## src/source/riscv_pkg.sv

```systemverilog
// data width, load and store opcodes, transfer sizes and exception causes
package riscv_pkg;

    // ------------------------------------------------------------------
    // data path
    // ------------------------------------------------------------------
    localparam int unsigned XLEN  = 32;
    localparam int unsigned BYTES = XLEN / 8;

    typedef logic [XLEN-1:0]  xlen_t;
    typedef logic [BYTES-1:0] be_t;

    // ------------------------------------------------------------------
    // load/store operations
    // ------------------------------------------------------------------
    typedef enum logic [3:0] {
        LB   = 4'd0,
        LBU  = 4'd1,
        LH   = 4'd2,
        LHU  = 4'd3,
        LW   = 4'd4,
        SB   = 4'd5,
        SH   = 4'd6,
        SW   = 4'd7,
        NONE = 4'd8
    } lsu_op_e;

    // width of one memory transfer
    typedef enum logic [1:0] {
        SIZE_BYTE = 2'b00,
        SIZE_HALF = 2'b01,
        SIZE_WORD = 2'b10
    } size_e;

    // ------------------------------------------------------------------
    // exceptions
    // ------------------------------------------------------------------
    localparam xlen_t LD_ADDR_MISALIGNED = xlen_t'(4);
    localparam xlen_t ST_ADDR_MISALIGNED = xlen_t'(6);

    // tval holds the faulting address
    typedef struct packed {
        xlen_t cause;
        xlen_t tval;
        logic  valid;
    } exception_t;

endpackage

```

## src/source/lsu_pkg.sv

```systemverilog
// request, control word, memory port and writeback structs, output pipeline depths
package lsu_pkg;

    import riscv_pkg::*;

    // ------------------------------------------------------------------
    // transaction ids
    // ------------------------------------------------------------------
    localparam int unsigned TRANS_ID_BITS = 3;

    typedef logic [TRANS_ID_BITS-1:0] trans_id_t;

    // ------------------------------------------------------------------
    // issue side
    // ------------------------------------------------------------------
    // operand_b carries the store data
    typedef struct packed {
        lsu_op_e   operation;
        xlen_t     operand_a;
        xlen_t     operand_b;
        xlen_t     imm;
        trans_id_t trans_id;
    } lsu_req_t;

    // registered output of the address stage
    typedef struct packed {
        logic       valid;
        logic       is_load;
        logic       is_store;
        lsu_op_e    operation;
        size_e      size;
        xlen_t      vaddr;
        xlen_t      wdata;
        be_t        be;
        trans_id_t  trans_id;
        exception_t misaligned_ex;
    } lsu_ctrl_t;

    // ------------------------------------------------------------------
    // data memory ports
    // ------------------------------------------------------------------
    // addr is always word aligned
    typedef struct packed {
        logic  req;
        logic  we;
        xlen_t addr;
        be_t   be;
        xlen_t wdata;
    } dmem_req_t;

    typedef struct packed {
        logic  gnt;
        logic  rvalid;
        xlen_t rdata;
    } dmem_rsp_t;

    // ------------------------------------------------------------------
    // writeback
    // ------------------------------------------------------------------
    typedef struct packed {
        logic       valid;
        trans_id_t  trans_id;
        xlen_t      result;
        exception_t ex;
    } ld_wb_t;

    typedef struct packed {
        logic       valid;
        trans_id_t  trans_id;
        exception_t ex;
    } st_wb_t;

    // register stages on each writeback path
    localparam int unsigned LOAD_PIPE_REGS  = 1;
    localparam int unsigned STORE_PIPE_REGS = 1;

endpackage

```

## src/source/load_store_unit.sv

```systemverilog
// load/store unit top with address stage, load and store units and writeback registers
`timescale 1ns/10ps

module load_store_unit (
    input  logic               clk_i,
    input  logic               rst_ni,
    input  logic               lsu_valid_i,
    input  lsu_pkg::lsu_req_t  lsu_req_i,
    output logic               lsu_ready_o,
    output lsu_pkg::dmem_req_t ld_dmem_req_o,
    input  lsu_pkg::dmem_rsp_t ld_dmem_rsp_i,
    output lsu_pkg::dmem_req_t st_dmem_req_o,
    input  lsu_pkg::dmem_rsp_t st_dmem_rsp_i,
    output lsu_pkg::ld_wb_t    load_wb_o,
    output lsu_pkg::st_wb_t    store_wb_o
);

    import lsu_pkg::*;

    lsu_ctrl_t lsu_ctrl;
    logic      ld_busy;
    logic      st_busy;
    ld_wb_t    ld_wb;
    st_wb_t    st_wb;

    // ------------------------------------------------------------------
    // address stage
    // ------------------------------------------------------------------
    lsu_agu i_lsu_agu (
        .clk_i       ( clk_i       ),
        .rst_ni      ( rst_ni      ),
        .lsu_valid_i ( lsu_valid_i ),
        .lsu_req_i   ( lsu_req_i   ),
        .ld_busy_i   ( ld_busy     ),
        .st_busy_i   ( st_busy     ),
        .lsu_ready_o ( lsu_ready_o ),
        .lsu_ctrl_o  ( lsu_ctrl    )
    );

    // ------------------------------------------------------------------
    // load and store units, each with its own memory port
    // ------------------------------------------------------------------
    load_unit i_load_unit (
        .clk_i      ( clk_i         ),
        .rst_ni     ( rst_ni        ),
        .lsu_ctrl_i ( lsu_ctrl      ),
        .dmem_rsp_i ( ld_dmem_rsp_i ),
        .dmem_req_o ( ld_dmem_req_o ),
        .busy_o     ( ld_busy       ),
        .wb_o       ( ld_wb         )
    );

    store_unit i_store_unit (
        .clk_i      ( clk_i         ),
        .rst_ni     ( rst_ni        ),
        .lsu_ctrl_i ( lsu_ctrl      ),
        .dmem_rsp_i ( st_dmem_rsp_i ),
        .dmem_req_o ( st_dmem_req_o ),
        .busy_o     ( st_busy       ),
        .wb_o       ( st_wb         )
    );

    // ------------------------------------------------------------------
    // writeback pipeline registers
    // ------------------------------------------------------------------
    pipe_reg #(
        .payload_t ( ld_wb_t        ),
        .Depth     ( LOAD_PIPE_REGS )
    ) i_pipe_reg_load (
        .clk_i  ( clk_i     ),
        .rst_ni ( rst_ni    ),
        .d_i    ( ld_wb     ),
        .d_o    ( load_wb_o )
    );

    pipe_reg #(
        .payload_t ( st_wb_t         ),
        .Depth     ( STORE_PIPE_REGS )
    ) i_pipe_reg_store (
        .clk_i  ( clk_i      ),
        .rst_ni ( rst_ni     ),
        .d_i    ( st_wb      ),
        .d_o    ( store_wb_o )
    );

endmodule

```

## src/source/load_unit.sv

```systemverilog
// load FSM, data memory read port and alignment with sign or zero extension
`timescale 1ns/10ps

module load_unit (
    input  logic               clk_i,
    input  logic               rst_ni,
    input  lsu_pkg::lsu_ctrl_t lsu_ctrl_i,
    input  lsu_pkg::dmem_rsp_t dmem_rsp_i,
    output lsu_pkg::dmem_req_t dmem_req_o,
    output logic               busy_o,
    output lsu_pkg::ld_wb_t    wb_o
);

    import riscv_pkg::*;
    import lsu_pkg::*;

    typedef enum logic [1:0] {
        IDLE,
        REQUEST,
        WAIT_DATA
    } state_e;

    state_e     state_q;
    state_e     state_d;
    logic       take;
    logic       start;
    logic       data_in;
    // operation latched at the control pulse
    xlen_t      addr_q;
    be_t        be_q;
    size_e      size_q;
    logic       sign_q;
    logic [1:0] offset_q;
    trans_id_t  trans_id_q;
    exception_t ex_q;
    xlen_t      result_q;
    logic       wb_valid_q;

    // pick the addressed byte or half-word and extend it
    function automatic xlen_t align_load(xlen_t rdata, logic [1:0] offset, size_e size,
                                         logic sign);
        xlen_t shifted;
        shifted = rdata >> {offset, 3'b000};
        case (size)
            SIZE_BYTE: return {{(XLEN-8){sign & shifted[7]}}, shifted[7:0]};
            SIZE_HALF: return {{(XLEN-16){sign & shifted[15]}}, shifted[15:0]};
            default:   return shifted;
        endcase
    endfunction

    assign take    = lsu_ctrl_i.valid & lsu_ctrl_i.is_load;
    assign start   = take & ~lsu_ctrl_i.misaligned_ex.valid;
    assign data_in = (state_q == WAIT_DATA) & dmem_rsp_i.rvalid;

    // ------------------------------------------------------------------
    // request FSM
    // ------------------------------------------------------------------
    always_comb begin
        state_d    = state_q;
        dmem_req_o = '0;
        case (state_q)
            IDLE: begin
                // first request cycle is driven straight from the control word
                if (start) begin
                    dmem_req_o.req  = 1'b1;
                    dmem_req_o.addr = {lsu_ctrl_i.vaddr[XLEN-1:2], 2'b00};
                    dmem_req_o.be   = lsu_ctrl_i.be;
                    state_d         = dmem_rsp_i.gnt ? WAIT_DATA : REQUEST;
                end
            end
            REQUEST: begin
                dmem_req_o.req  = 1'b1;
                dmem_req_o.addr = addr_q;
                dmem_req_o.be   = be_q;
                if (dmem_rsp_i.gnt) begin
                    state_d = WAIT_DATA;
                end
            end
            WAIT_DATA: begin
                if (dmem_rsp_i.rvalid) begin
                    state_d = IDLE;
                end
            end
            default: state_d = IDLE;
        endcase
    end

    always_ff @(posedge clk_i or negedge rst_ni) begin
        if (!rst_ni) begin
            state_q    <= IDLE;
            wb_valid_q <= 1'b0;
        end else begin
            state_q    <= state_d;
            wb_valid_q <= data_in | (take & lsu_ctrl_i.misaligned_ex.valid);
        end
    end

    // payload, result stays zero for a misaligned load
    always_ff @(posedge clk_i) begin
        if (take) begin
            addr_q     <= {lsu_ctrl_i.vaddr[XLEN-1:2], 2'b00};
            be_q       <= lsu_ctrl_i.be;
            size_q     <= lsu_ctrl_i.size;
            sign_q     <= (lsu_ctrl_i.operation == LB) || (lsu_ctrl_i.operation == LH);
            offset_q   <= lsu_ctrl_i.vaddr[1:0];
            trans_id_q <= lsu_ctrl_i.trans_id;
            ex_q       <= lsu_ctrl_i.misaligned_ex;
            result_q   <= '0;
        end else if (data_in) begin
            result_q <= align_load(dmem_rsp_i.rdata, offset_q, size_q, sign_q);
        end
    end

    assign busy_o = (state_q != IDLE);

    always_comb begin
        wb_o.valid    = wb_valid_q;
        wb_o.trans_id = trans_id_q;
        wb_o.result   = result_q;
        wb_o.ex       = ex_q;
    end

endmodule

```

## src/source/lsu_agu.sv

```systemverilog
// address generation, byte enables, misalignment check and control register stage
`timescale 1ns/10ps

module lsu_agu (
    input  logic               clk_i,
    input  logic               rst_ni,
    input  logic               lsu_valid_i,
    input  lsu_pkg::lsu_req_t  lsu_req_i,
    input  logic               ld_busy_i,
    input  logic               st_busy_i,
    output logic               lsu_ready_o,
    output lsu_pkg::lsu_ctrl_t lsu_ctrl_o
);

    import riscv_pkg::*;
    import lsu_pkg::*;

    xlen_t     vaddr;
    size_e     size;
    logic      is_load;
    logic      is_store;
    be_t       be;
    logic      misaligned;
    lsu_ctrl_t ctrl_d;
    lsu_ctrl_t ctrl_q;

    assign vaddr = lsu_req_i.operand_a + lsu_req_i.imm;

    // ------------------------------------------------------------------
    // operation decode
    // ------------------------------------------------------------------
    always_comb begin
        is_load  = 1'b0;
        is_store = 1'b0;
        size     = SIZE_BYTE;
        case (lsu_req_i.operation)
            LB, LBU: is_load = 1'b1;
            LH, LHU: begin
                is_load = 1'b1;
                size    = SIZE_HALF;
            end
            LW: begin
                is_load = 1'b1;
                size    = SIZE_WORD;
            end
            SB: is_store = 1'b1;
            SH: begin
                is_store = 1'b1;
                size     = SIZE_HALF;
            end
            SW: begin
                is_store = 1'b1;
                size     = SIZE_WORD;
            end
            default: ;
        endcase
    end

    // byte enables at the address offset, plus alignment check
    always_comb begin
        case (size)
            SIZE_HALF: begin
                be         = be_t'(2'b11) << vaddr[1:0];
                misaligned = vaddr[0];
            end
            SIZE_WORD: begin
                be         = '1;
                misaligned = (vaddr[1:0] != 2'b00);
            end
            default: begin
                be         = be_t'(1'b1) << vaddr[1:0];
                misaligned = 1'b0;
            end
        endcase
    end

    // ------------------------------------------------------------------
    // control register
    // ------------------------------------------------------------------
    always_comb begin
        ctrl_d               = '0;
        ctrl_d.valid         = lsu_valid_i & lsu_ready_o;
        ctrl_d.is_load       = is_load;
        ctrl_d.is_store      = is_store;
        ctrl_d.operation     = lsu_req_i.operation;
        ctrl_d.size          = size;
        ctrl_d.vaddr         = vaddr;
        ctrl_d.wdata         = lsu_req_i.operand_b;
        ctrl_d.be            = be;
        ctrl_d.trans_id      = lsu_req_i.trans_id;
        if (misaligned && (is_load || is_store)) begin
            ctrl_d.misaligned_ex.cause = is_load ? LD_ADDR_MISALIGNED : ST_ADDR_MISALIGNED;
            ctrl_d.misaligned_ex.tval  = vaddr;
            ctrl_d.misaligned_ex.valid = 1'b1;
        end
    end

    always_ff @(posedge clk_i or negedge rst_ni) begin
        if (!rst_ni) begin
            ctrl_q <= '0;
        end else begin
            ctrl_q <= ctrl_d;
        end
    end

    // one operation in flight at a time
    assign lsu_ready_o = ~ctrl_q.valid & ~ld_busy_i & ~st_busy_i;
    assign lsu_ctrl_o  = ctrl_q;

endmodule

```

## src/source/pipe_reg.sv

```systemverilog
// shift register of configurable depth for any packed payload, cleared on reset
`timescale 1ns/10ps

module pipe_reg #(
    parameter type         payload_t = logic,
    parameter int unsigned Depth     = 1
) (
    input  logic     clk_i,
    input  logic     rst_ni,
    input  payload_t d_i,
    output payload_t d_o
);

    if (Depth == 0) begin : gen_pass
        assign d_o = d_i;
    end else begin : gen_regs
        payload_t stage_q [Depth];

        always_ff @(posedge clk_i or negedge rst_ni) begin
            if (!rst_ni) begin
                for (int i = 0; i < Depth; i++) begin
                    stage_q[i] <= '0;
                end
            end else begin
                stage_q[0] <= d_i;
                // shift towards the output
                for (int i = 1; i < Depth; i++) begin
                    stage_q[i] <= stage_q[i-1];
                end
            end
        end

        assign d_o = stage_q[Depth-1];
    end

endmodule

```

## src/source/store_unit.sv

```systemverilog
// store FSM, data memory write port and byte lane placement of store data
`timescale 1ns/10ps

module store_unit (
    input  logic               clk_i,
    input  logic               rst_ni,
    input  lsu_pkg::lsu_ctrl_t lsu_ctrl_i,
    input  lsu_pkg::dmem_rsp_t dmem_rsp_i,
    output lsu_pkg::dmem_req_t dmem_req_o,
    output logic               busy_o,
    output lsu_pkg::st_wb_t    wb_o
);

    import riscv_pkg::*;
    import lsu_pkg::*;

    typedef enum logic {
        IDLE,
        REQUEST
    } state_e;

    state_e     state_q;
    state_e     state_d;
    logic       take;
    logic       start;
    logic       done;
    xlen_t      lane_data;
    xlen_t      addr_q;
    be_t        be_q;
    xlen_t      wdata_q;
    trans_id_t  trans_id_q;
    exception_t ex_q;
    logic       wb_valid_q;

    assign take      = lsu_ctrl_i.valid & lsu_ctrl_i.is_store;
    assign start     = take & ~lsu_ctrl_i.misaligned_ex.valid;
    assign lane_data = lsu_ctrl_i.wdata << {lsu_ctrl_i.vaddr[1:0], 3'b000};

    // ------------------------------------------------------------------
    // write request, held until granted
    // ------------------------------------------------------------------
    always_comb begin
        state_d    = state_q;
        done       = 1'b0;
        dmem_req_o = '0;
        case (state_q)
            IDLE: begin
                if (start) begin
                    dmem_req_o.req   = 1'b1;
                    dmem_req_o.we    = 1'b1;
                    dmem_req_o.addr  = {lsu_ctrl_i.vaddr[XLEN-1:2], 2'b00};
                    dmem_req_o.be    = lsu_ctrl_i.be;
                    dmem_req_o.wdata = lane_data;
                    done             = dmem_rsp_i.gnt;
                    state_d          = dmem_rsp_i.gnt ? IDLE : REQUEST;
                end
            end
            default: begin
                dmem_req_o.req   = 1'b1;
                dmem_req_o.we    = 1'b1;
                dmem_req_o.addr  = addr_q;
                dmem_req_o.be    = be_q;
                dmem_req_o.wdata = wdata_q;
                done             = dmem_rsp_i.gnt;
                state_d          = dmem_rsp_i.gnt ? IDLE : REQUEST;
            end
        endcase
    end

    always_ff @(posedge clk_i or negedge rst_ni) begin
        if (!rst_ni) begin
            state_q    <= IDLE;
            wb_valid_q <= 1'b0;
        end else begin
            state_q    <= state_d;
            wb_valid_q <= done | (take & lsu_ctrl_i.misaligned_ex.valid);
        end
    end

    always_ff @(posedge clk_i) begin
        if (take) begin
            addr_q     <= {lsu_ctrl_i.vaddr[XLEN-1:2], 2'b00};
            be_q       <= lsu_ctrl_i.be;
            wdata_q    <= lane_data;
            trans_id_q <= lsu_ctrl_i.trans_id;
            ex_q       <= lsu_ctrl_i.misaligned_ex;
        end
    end

    assign busy_o = (state_q == REQUEST);

    always_comb begin
        wb_o.valid    = wb_valid_q;
        wb_o.trans_id = trans_id_q;
        wb_o.ex       = ex_q;
    end

endmodule
```

## config.mk

```make
export PLATFORM = sky130hd
export DESIGN_NAME = load_store_unit
export DESIGN_NICKNAME = d
export VERILOG_FILES = /design/src/source/riscv_pkg.sv /design/src/source/lsu_pkg.sv /design/src/source/load_store_unit.sv /design/src/source/load_unit.sv /design/src/source/lsu_agu.sv /design/src/source/pipe_reg.sv /design/src/source/store_unit.sv
export SDC_FILE = /design/constraint.sdc
export NUM_CORES = 1
export LEC_CHECK = 0
export BUFFER_PORTS_ARGS = -buffer_cell sky130_fd_sc_hd__buf_2
export CAP_MARGIN = 20
export CORE_AREA = 8 8 236 238
export DETAILED_ROUTE_END_ITERATION = 10
export DIE_AREA = 0 0 244 246
export GPL_ROUTABILITY_DRIVEN = 0
export PLACE_DENSITY = 0.66
export SYNTH_ARGS = -nofsm -noshare
export SYNTH_HDL_FRONTEND = slang
export SYNTH_HIERARCHICAL = 1
export SYNTH_SLANG_ARGS = --single-unit
```

## constraint.sdc

```tcl
create_clock -name clk_i -period 8.3 [get_ports clk_i]
set_input_delay 0 -clock clk_i [delete_from_list [all_inputs] [get_ports clk_i]]
set_output_delay 0 -clock clk_i [all_outputs]
set_load 0.01 [all_outputs]
```

# Word-level counts from Yosys, hierarchy flattened
# Index checks and enable logic that the tools add are counted.
dict set report word_totals {
  reg_bits 593
  input_bits 174
  out_inout_bits 311
  word_cells 121
}
dict set report classes {
  add_sub_neg 1
  eq_ne 16
  shifts 4
  muxes 24
  bitwise_logic 18
  n_reduce_logical 14
}
# op count
set op_table {}
lappend op_table {{70-bit 2-to-1 mux} 2}
lappend op_table {{36-bit one-hot mux with 2 select lines} 1}
lappend op_table {{65-bit 2-to-1 mux} 1}
lappend op_table {{32-bit one-hot mux with 2 select lines} 1}
lappend op_table {{36-bit 2-to-1 mux} 1}
lappend op_table {{32-bit adder} 1}
lappend op_table {{32-bit by 5-bit << shifter with 32-bit output} 1}
lappend op_table {{32-bit by 5-bit right shift with 32-bit output} 1}
lappend op_table {{4-bit by 3-bit == test with 1-bit output, second input constant} 4}
lappend op_table {{1-bit bitwise AND} 12}
lappend op_table {{4-bit by 2-bit == test with 1-bit output, second input constant} 3}
lappend op_table {{2-bit 2-to-1 mux} 5}
lappend op_table {{4-bit zero test} 2}
lappend op_table {{1-bit 2-to-1 mux} 8}
lappend op_table {{4-bit one-hot mux with 2 select lines} 1}
lappend op_table {{2-bit by 1-bit == test with 1-bit output, second input constant} 3}
lappend op_table {{2-bit one-hot mux with 3 select lines} 1}
lappend op_table {{3-bit OR reduction} 2}
lappend op_table {{5-bit OR reduction} 1}
lappend op_table {{2-bit == test, second input constant} 2}
lappend op_table {{4-bit by 1-bit == test with 1-bit output, second input constant} 1}
lappend op_table {{2-bit zero test} 2}
lappend op_table {{2-bit inequality test, second input constant} 2}
lappend op_table {{1-bit inverter} 4}
lappend op_table {{11 further kinds} 15}

# Depth between registers and ports, before layout
dict set report depth {
  depth_word 7
  ltp_mapped 10
  ltp_nobuf 10
}

# Cells and area by module
# Netlist, hierarchy kept.
# module instances cells_each area_per_inst_um2 seq_area_each_um2
set by_module_without_submodules {}
lappend by_module_without_submodules {load_unit 1 395 5650.4 3928.8}
lappend by_module_without_submodules {store_unit 1 323 5434.0 4073.9}
lappend by_module_without_submodules {lsu_agu 1 457 5245.0 2852.7}
lappend by_module_without_submodules {{pipe_reg at i_pipe_reg_load} 1 101 2527.4 2527.4}
lappend by_module_without_submodules {{pipe_reg at i_pipe_reg_store} 1 69 1726.7 1726.7}

# Worst setup path before layout
# No wires, ideal clock.
dict set report synth_timing {
  kind {flip-flop to flip-flop}
  from {register i_lsu_agu.ctrl_q, in the netlist i_lsu_agu/lsu_ctrl_o[144]}
  to {register i_store_unit.state_q (netlist: i_store_unit/busy_o)}
  setup_ps 73
  arrival_ps 4127
  required_time_ps 8227
  setup_slack_ps 4100
  path_stages_with_launch 4
  path_buffers 0
  synth_period_minus_slack_ps 4200
  cell_sequence {dfrtp_1 > and2_1 > a21o_1 > nor2b_1}
}
dict set report synth_via {
  elab_chain_cells 4
}
# item line_no
set synth_rtl {}
lappend synth_rtl {{start, declared} lsu_agu.sv:25} ;# lsu_ctrl_t ctrl_q;
lappend synth_rtl {{start signal, assigned} lsu_agu.sv:102} ;# ctrl_q <= ctrl_d;
lappend synth_rtl {{1-bit bitwise AND} store_unit.sv:35} ;# assign take = lsu_ctrl_i.valid & lsu_ctrl_i.is_store;
lappend synth_rtl {{1-bit bitwise AND} store_unit.sv:36} ;# assign start = take & ~lsu_ctrl_i.misaligned_ex.valid;
lappend synth_rtl {{1-bit 2-to-1 mux} store_unit.sv:48} ;# if (start) begin
lappend synth_rtl {{1-bit 2-to-1 mux} store_unit.sv:46} ;# case (state_q)
lappend synth_rtl {{via i_store_unit.state_d} store_unit.sv:23} ;# state_e state_d;
lappend synth_rtl {{end signal, assigned} store_unit.sv:75} ;# state_q <= state_d;
lappend synth_rtl {{end, declared} store_unit.sv:22} ;# state_e state_q;
# The timed path passes the listed nets, and every way through them passes these cells.
# A chain may end at the register's enable or synchronous reset.

==> out/results.ini <==
[sta]
setup-violations-final = 0
fin_ws_ns = 4.79
period_minus_slack_ns = 3.51
max_freq_mhz = 285
hold_slack_ns = 0.0368
rsz0062_at_grt = false
tightest_slew_ns = 0.944
finalMaxSlewViolations = 0
final_hold_viol_count = 0
skew_ns = 0.0218
period_share = 0.422
maxSlewHeadroom = 0.371
tns_ns = 0

[clock_tree]
cts_tree = yes
h-tree-depth = 2
numCtsBuffers = 56
cts_sinks = 561
post_cts_resized = 0
path_clk_slew_ns = 0.07
clock_path_buffers = 3
clock_latency_ns = 0.61
clockRootBuffer = clkbuf_16

[layout]
area_growth_pct = 30.0
n_antenna_cell = 0
layout.nets = 2152
final_cells = 2679
drive_above_1_share = 0.281

[grt]
first_global_vias = 13900
grt.total_usage = 0.176
grt-ovfl-total = 0
antenna_found_initial = 2
grt_max_degree = 161
grt_pass1_wl_um = 82400

[floorplan]
die_w_um = 244
die_h_um = 246
std_cell_rows = 84
io_pins = 485
fp.coreArea_sq_um = 52000
initial_core_util = 0.395
dieArea_sq_um = 60000

[setup_path]
arrival_ns = 3.51
cp.required_ns = 8.30
start_kind = register
rr_startpoint = i_lsu_agu/lsu_ctrl_o[144]$_DFF_PN0_
crit_fanout = 66
critPathCaptureType = output pin
worstSetupPathType = register to output pin
critPathLaunch = i_lsu_agu/lsu_ctrl_o[144]$_DFF_PN0_

[route]
drtIter0Drc = 628
wl_per_cell_um = 20.5
vias = 13100
met2_length_um = 27600
via_per_inst = 4.90
routed_wl_um = 55000
highest_layer = met4
met1Wirelength_um = 21800
wl_met3_um = 4270
ant_nets = 0
drc_errors = 0
dr.pass1.iters = 4

[logic_synthesis]
syn_area_per_cell_sq_um = 15.3
synthCells = 1344
ys_warn_count = 6
syn-cell-area_sq_um = 20600

[power]
power.total_uw = 6690
p_per_area_nw_per_um2 = 250
vdd_drop_max_uv = 167
p_leak_uw = 0.0117

[place]
dp_cells = 2396
post-place-ws_ns = 5.30
portBuffers = 414
place_hpwl_um = 36600

[hold_path]
min_from = lsu_req_i[62]
min_path_type = input port to register

[job]
cap_violations = 0

[outcome]
outcome = completed

## metrics by stage
stage               area, sq um   util
floorplan                 20800      -
global placement          23000  0.442
detailed placement        23000  0.443
CTS                       26700  0.513
global route              26700  0.514
finish                    26700  0.514
## layout by cell type (no fill, tap or decap), types with 8 or more instances in the layout
cell and count:
clkinv_2 10, a22o_1 92, nand2_1 82, dfxtp_1 32
nor2b_1 9, inv_1 16, a221o_1 8, clkbuf_1 14
ha_1 34, nand2b_1 8, a21oi_1 65, o21ai_0 58
o21a_1 9, edfxtp_1 241, buf_4 10, conb_1 67
dfrtp_1 287, clkbuf_16 57, dlygate4sd3_1 175, nor2_1 35
nor3_1 12, and2_1 40, mux2_2 15, buf_2 413
o211ai_1 10, xnor2_1 17, xor2_1 14, mux2i_1 44
## timing repair
item,CTS,global route
hold buffers,175,1
hold endpoints to repair,210,1
setup buffers,0,0
## final cells by class
class / instances / area, sq um
inverters: 17 / 68.8
clock buffers: 78 / 1580
well taps: 688 / 861
clock inverters: 28 / 293
repair buffers: 603 / 4010
fillers: 4320 / 25300
flip-flops and latches: 561 / 15100
multi-input cells: 704 / 4820
## registers in the layout, indices dropped and copies added, names as in the netlist, 3 cells and up
name / cells
i_lsu_agu/lsu_ctrl_o: 113
i_pipe_reg_load/d_o: 101
i_store_unit/be_q: 4
i_store_unit/wb_o: 65
i_store_unit/trans_id_q: 3
i_store_unit/wdata_q: 32
i_load_unit/addr_q: 30
i_load_unit/result_q: 32
i_load_unit/wb_o: 65
i_pipe_reg_store/d_o: 69
i_load_unit/trans_id_q: 3
i_load_unit/be_q: 4
i_store_unit/addr_q: 30
## metal layers
metal,track usage,up-vias
met5,0,-
met4,0.0491,0
met3,0.0521,97
met2,0.302,501
met1,0.215,6575
li1,-,5956
## critical path, cell delays in order (launching register included)
cell and delay [ns]:
dfrtp_1 0.41, nand2_1 0.48, inv_6 0.57, buf_4 0.38, buf_16 0.31, a21oi_1 0.15, nor2_1 0.28, buf_2 0.21
## path summary, 6_finish.rpt
kind | endpoint | slack [ns] | depth (start not counted)
max | ld_dmem_req_o[69] | 4.79 | 7
min | i_lsu_agu/lsu_ctrl_o[99]$_DFF_PN0_ | 0.04 | 2
max reg2reg | i_load_unit/result_q[12]$_SDFFE_PN0P_ | 5.37 | 6
min reg2reg | i_pipe_reg_load/d_o[82]$_DFF_PN0_ | 0.34 | 0
max in group asynchronous | i_store_unit/busy_o$_DFF_PN0_ | 6.64 | 4
min in group asynchronous | i_lsu_agu/lsu_ctrl_o[122]$_DFF_PN0_ | 0.40 | 3
## power by group
part	internal [uW]	switching [uW]	total, uW
Sequential	3190	137	3320
Clock	1440	1080	2520
Combinational	361	486	847
Total	4990	1700	6690
Power figures use the tool's default switching activity.
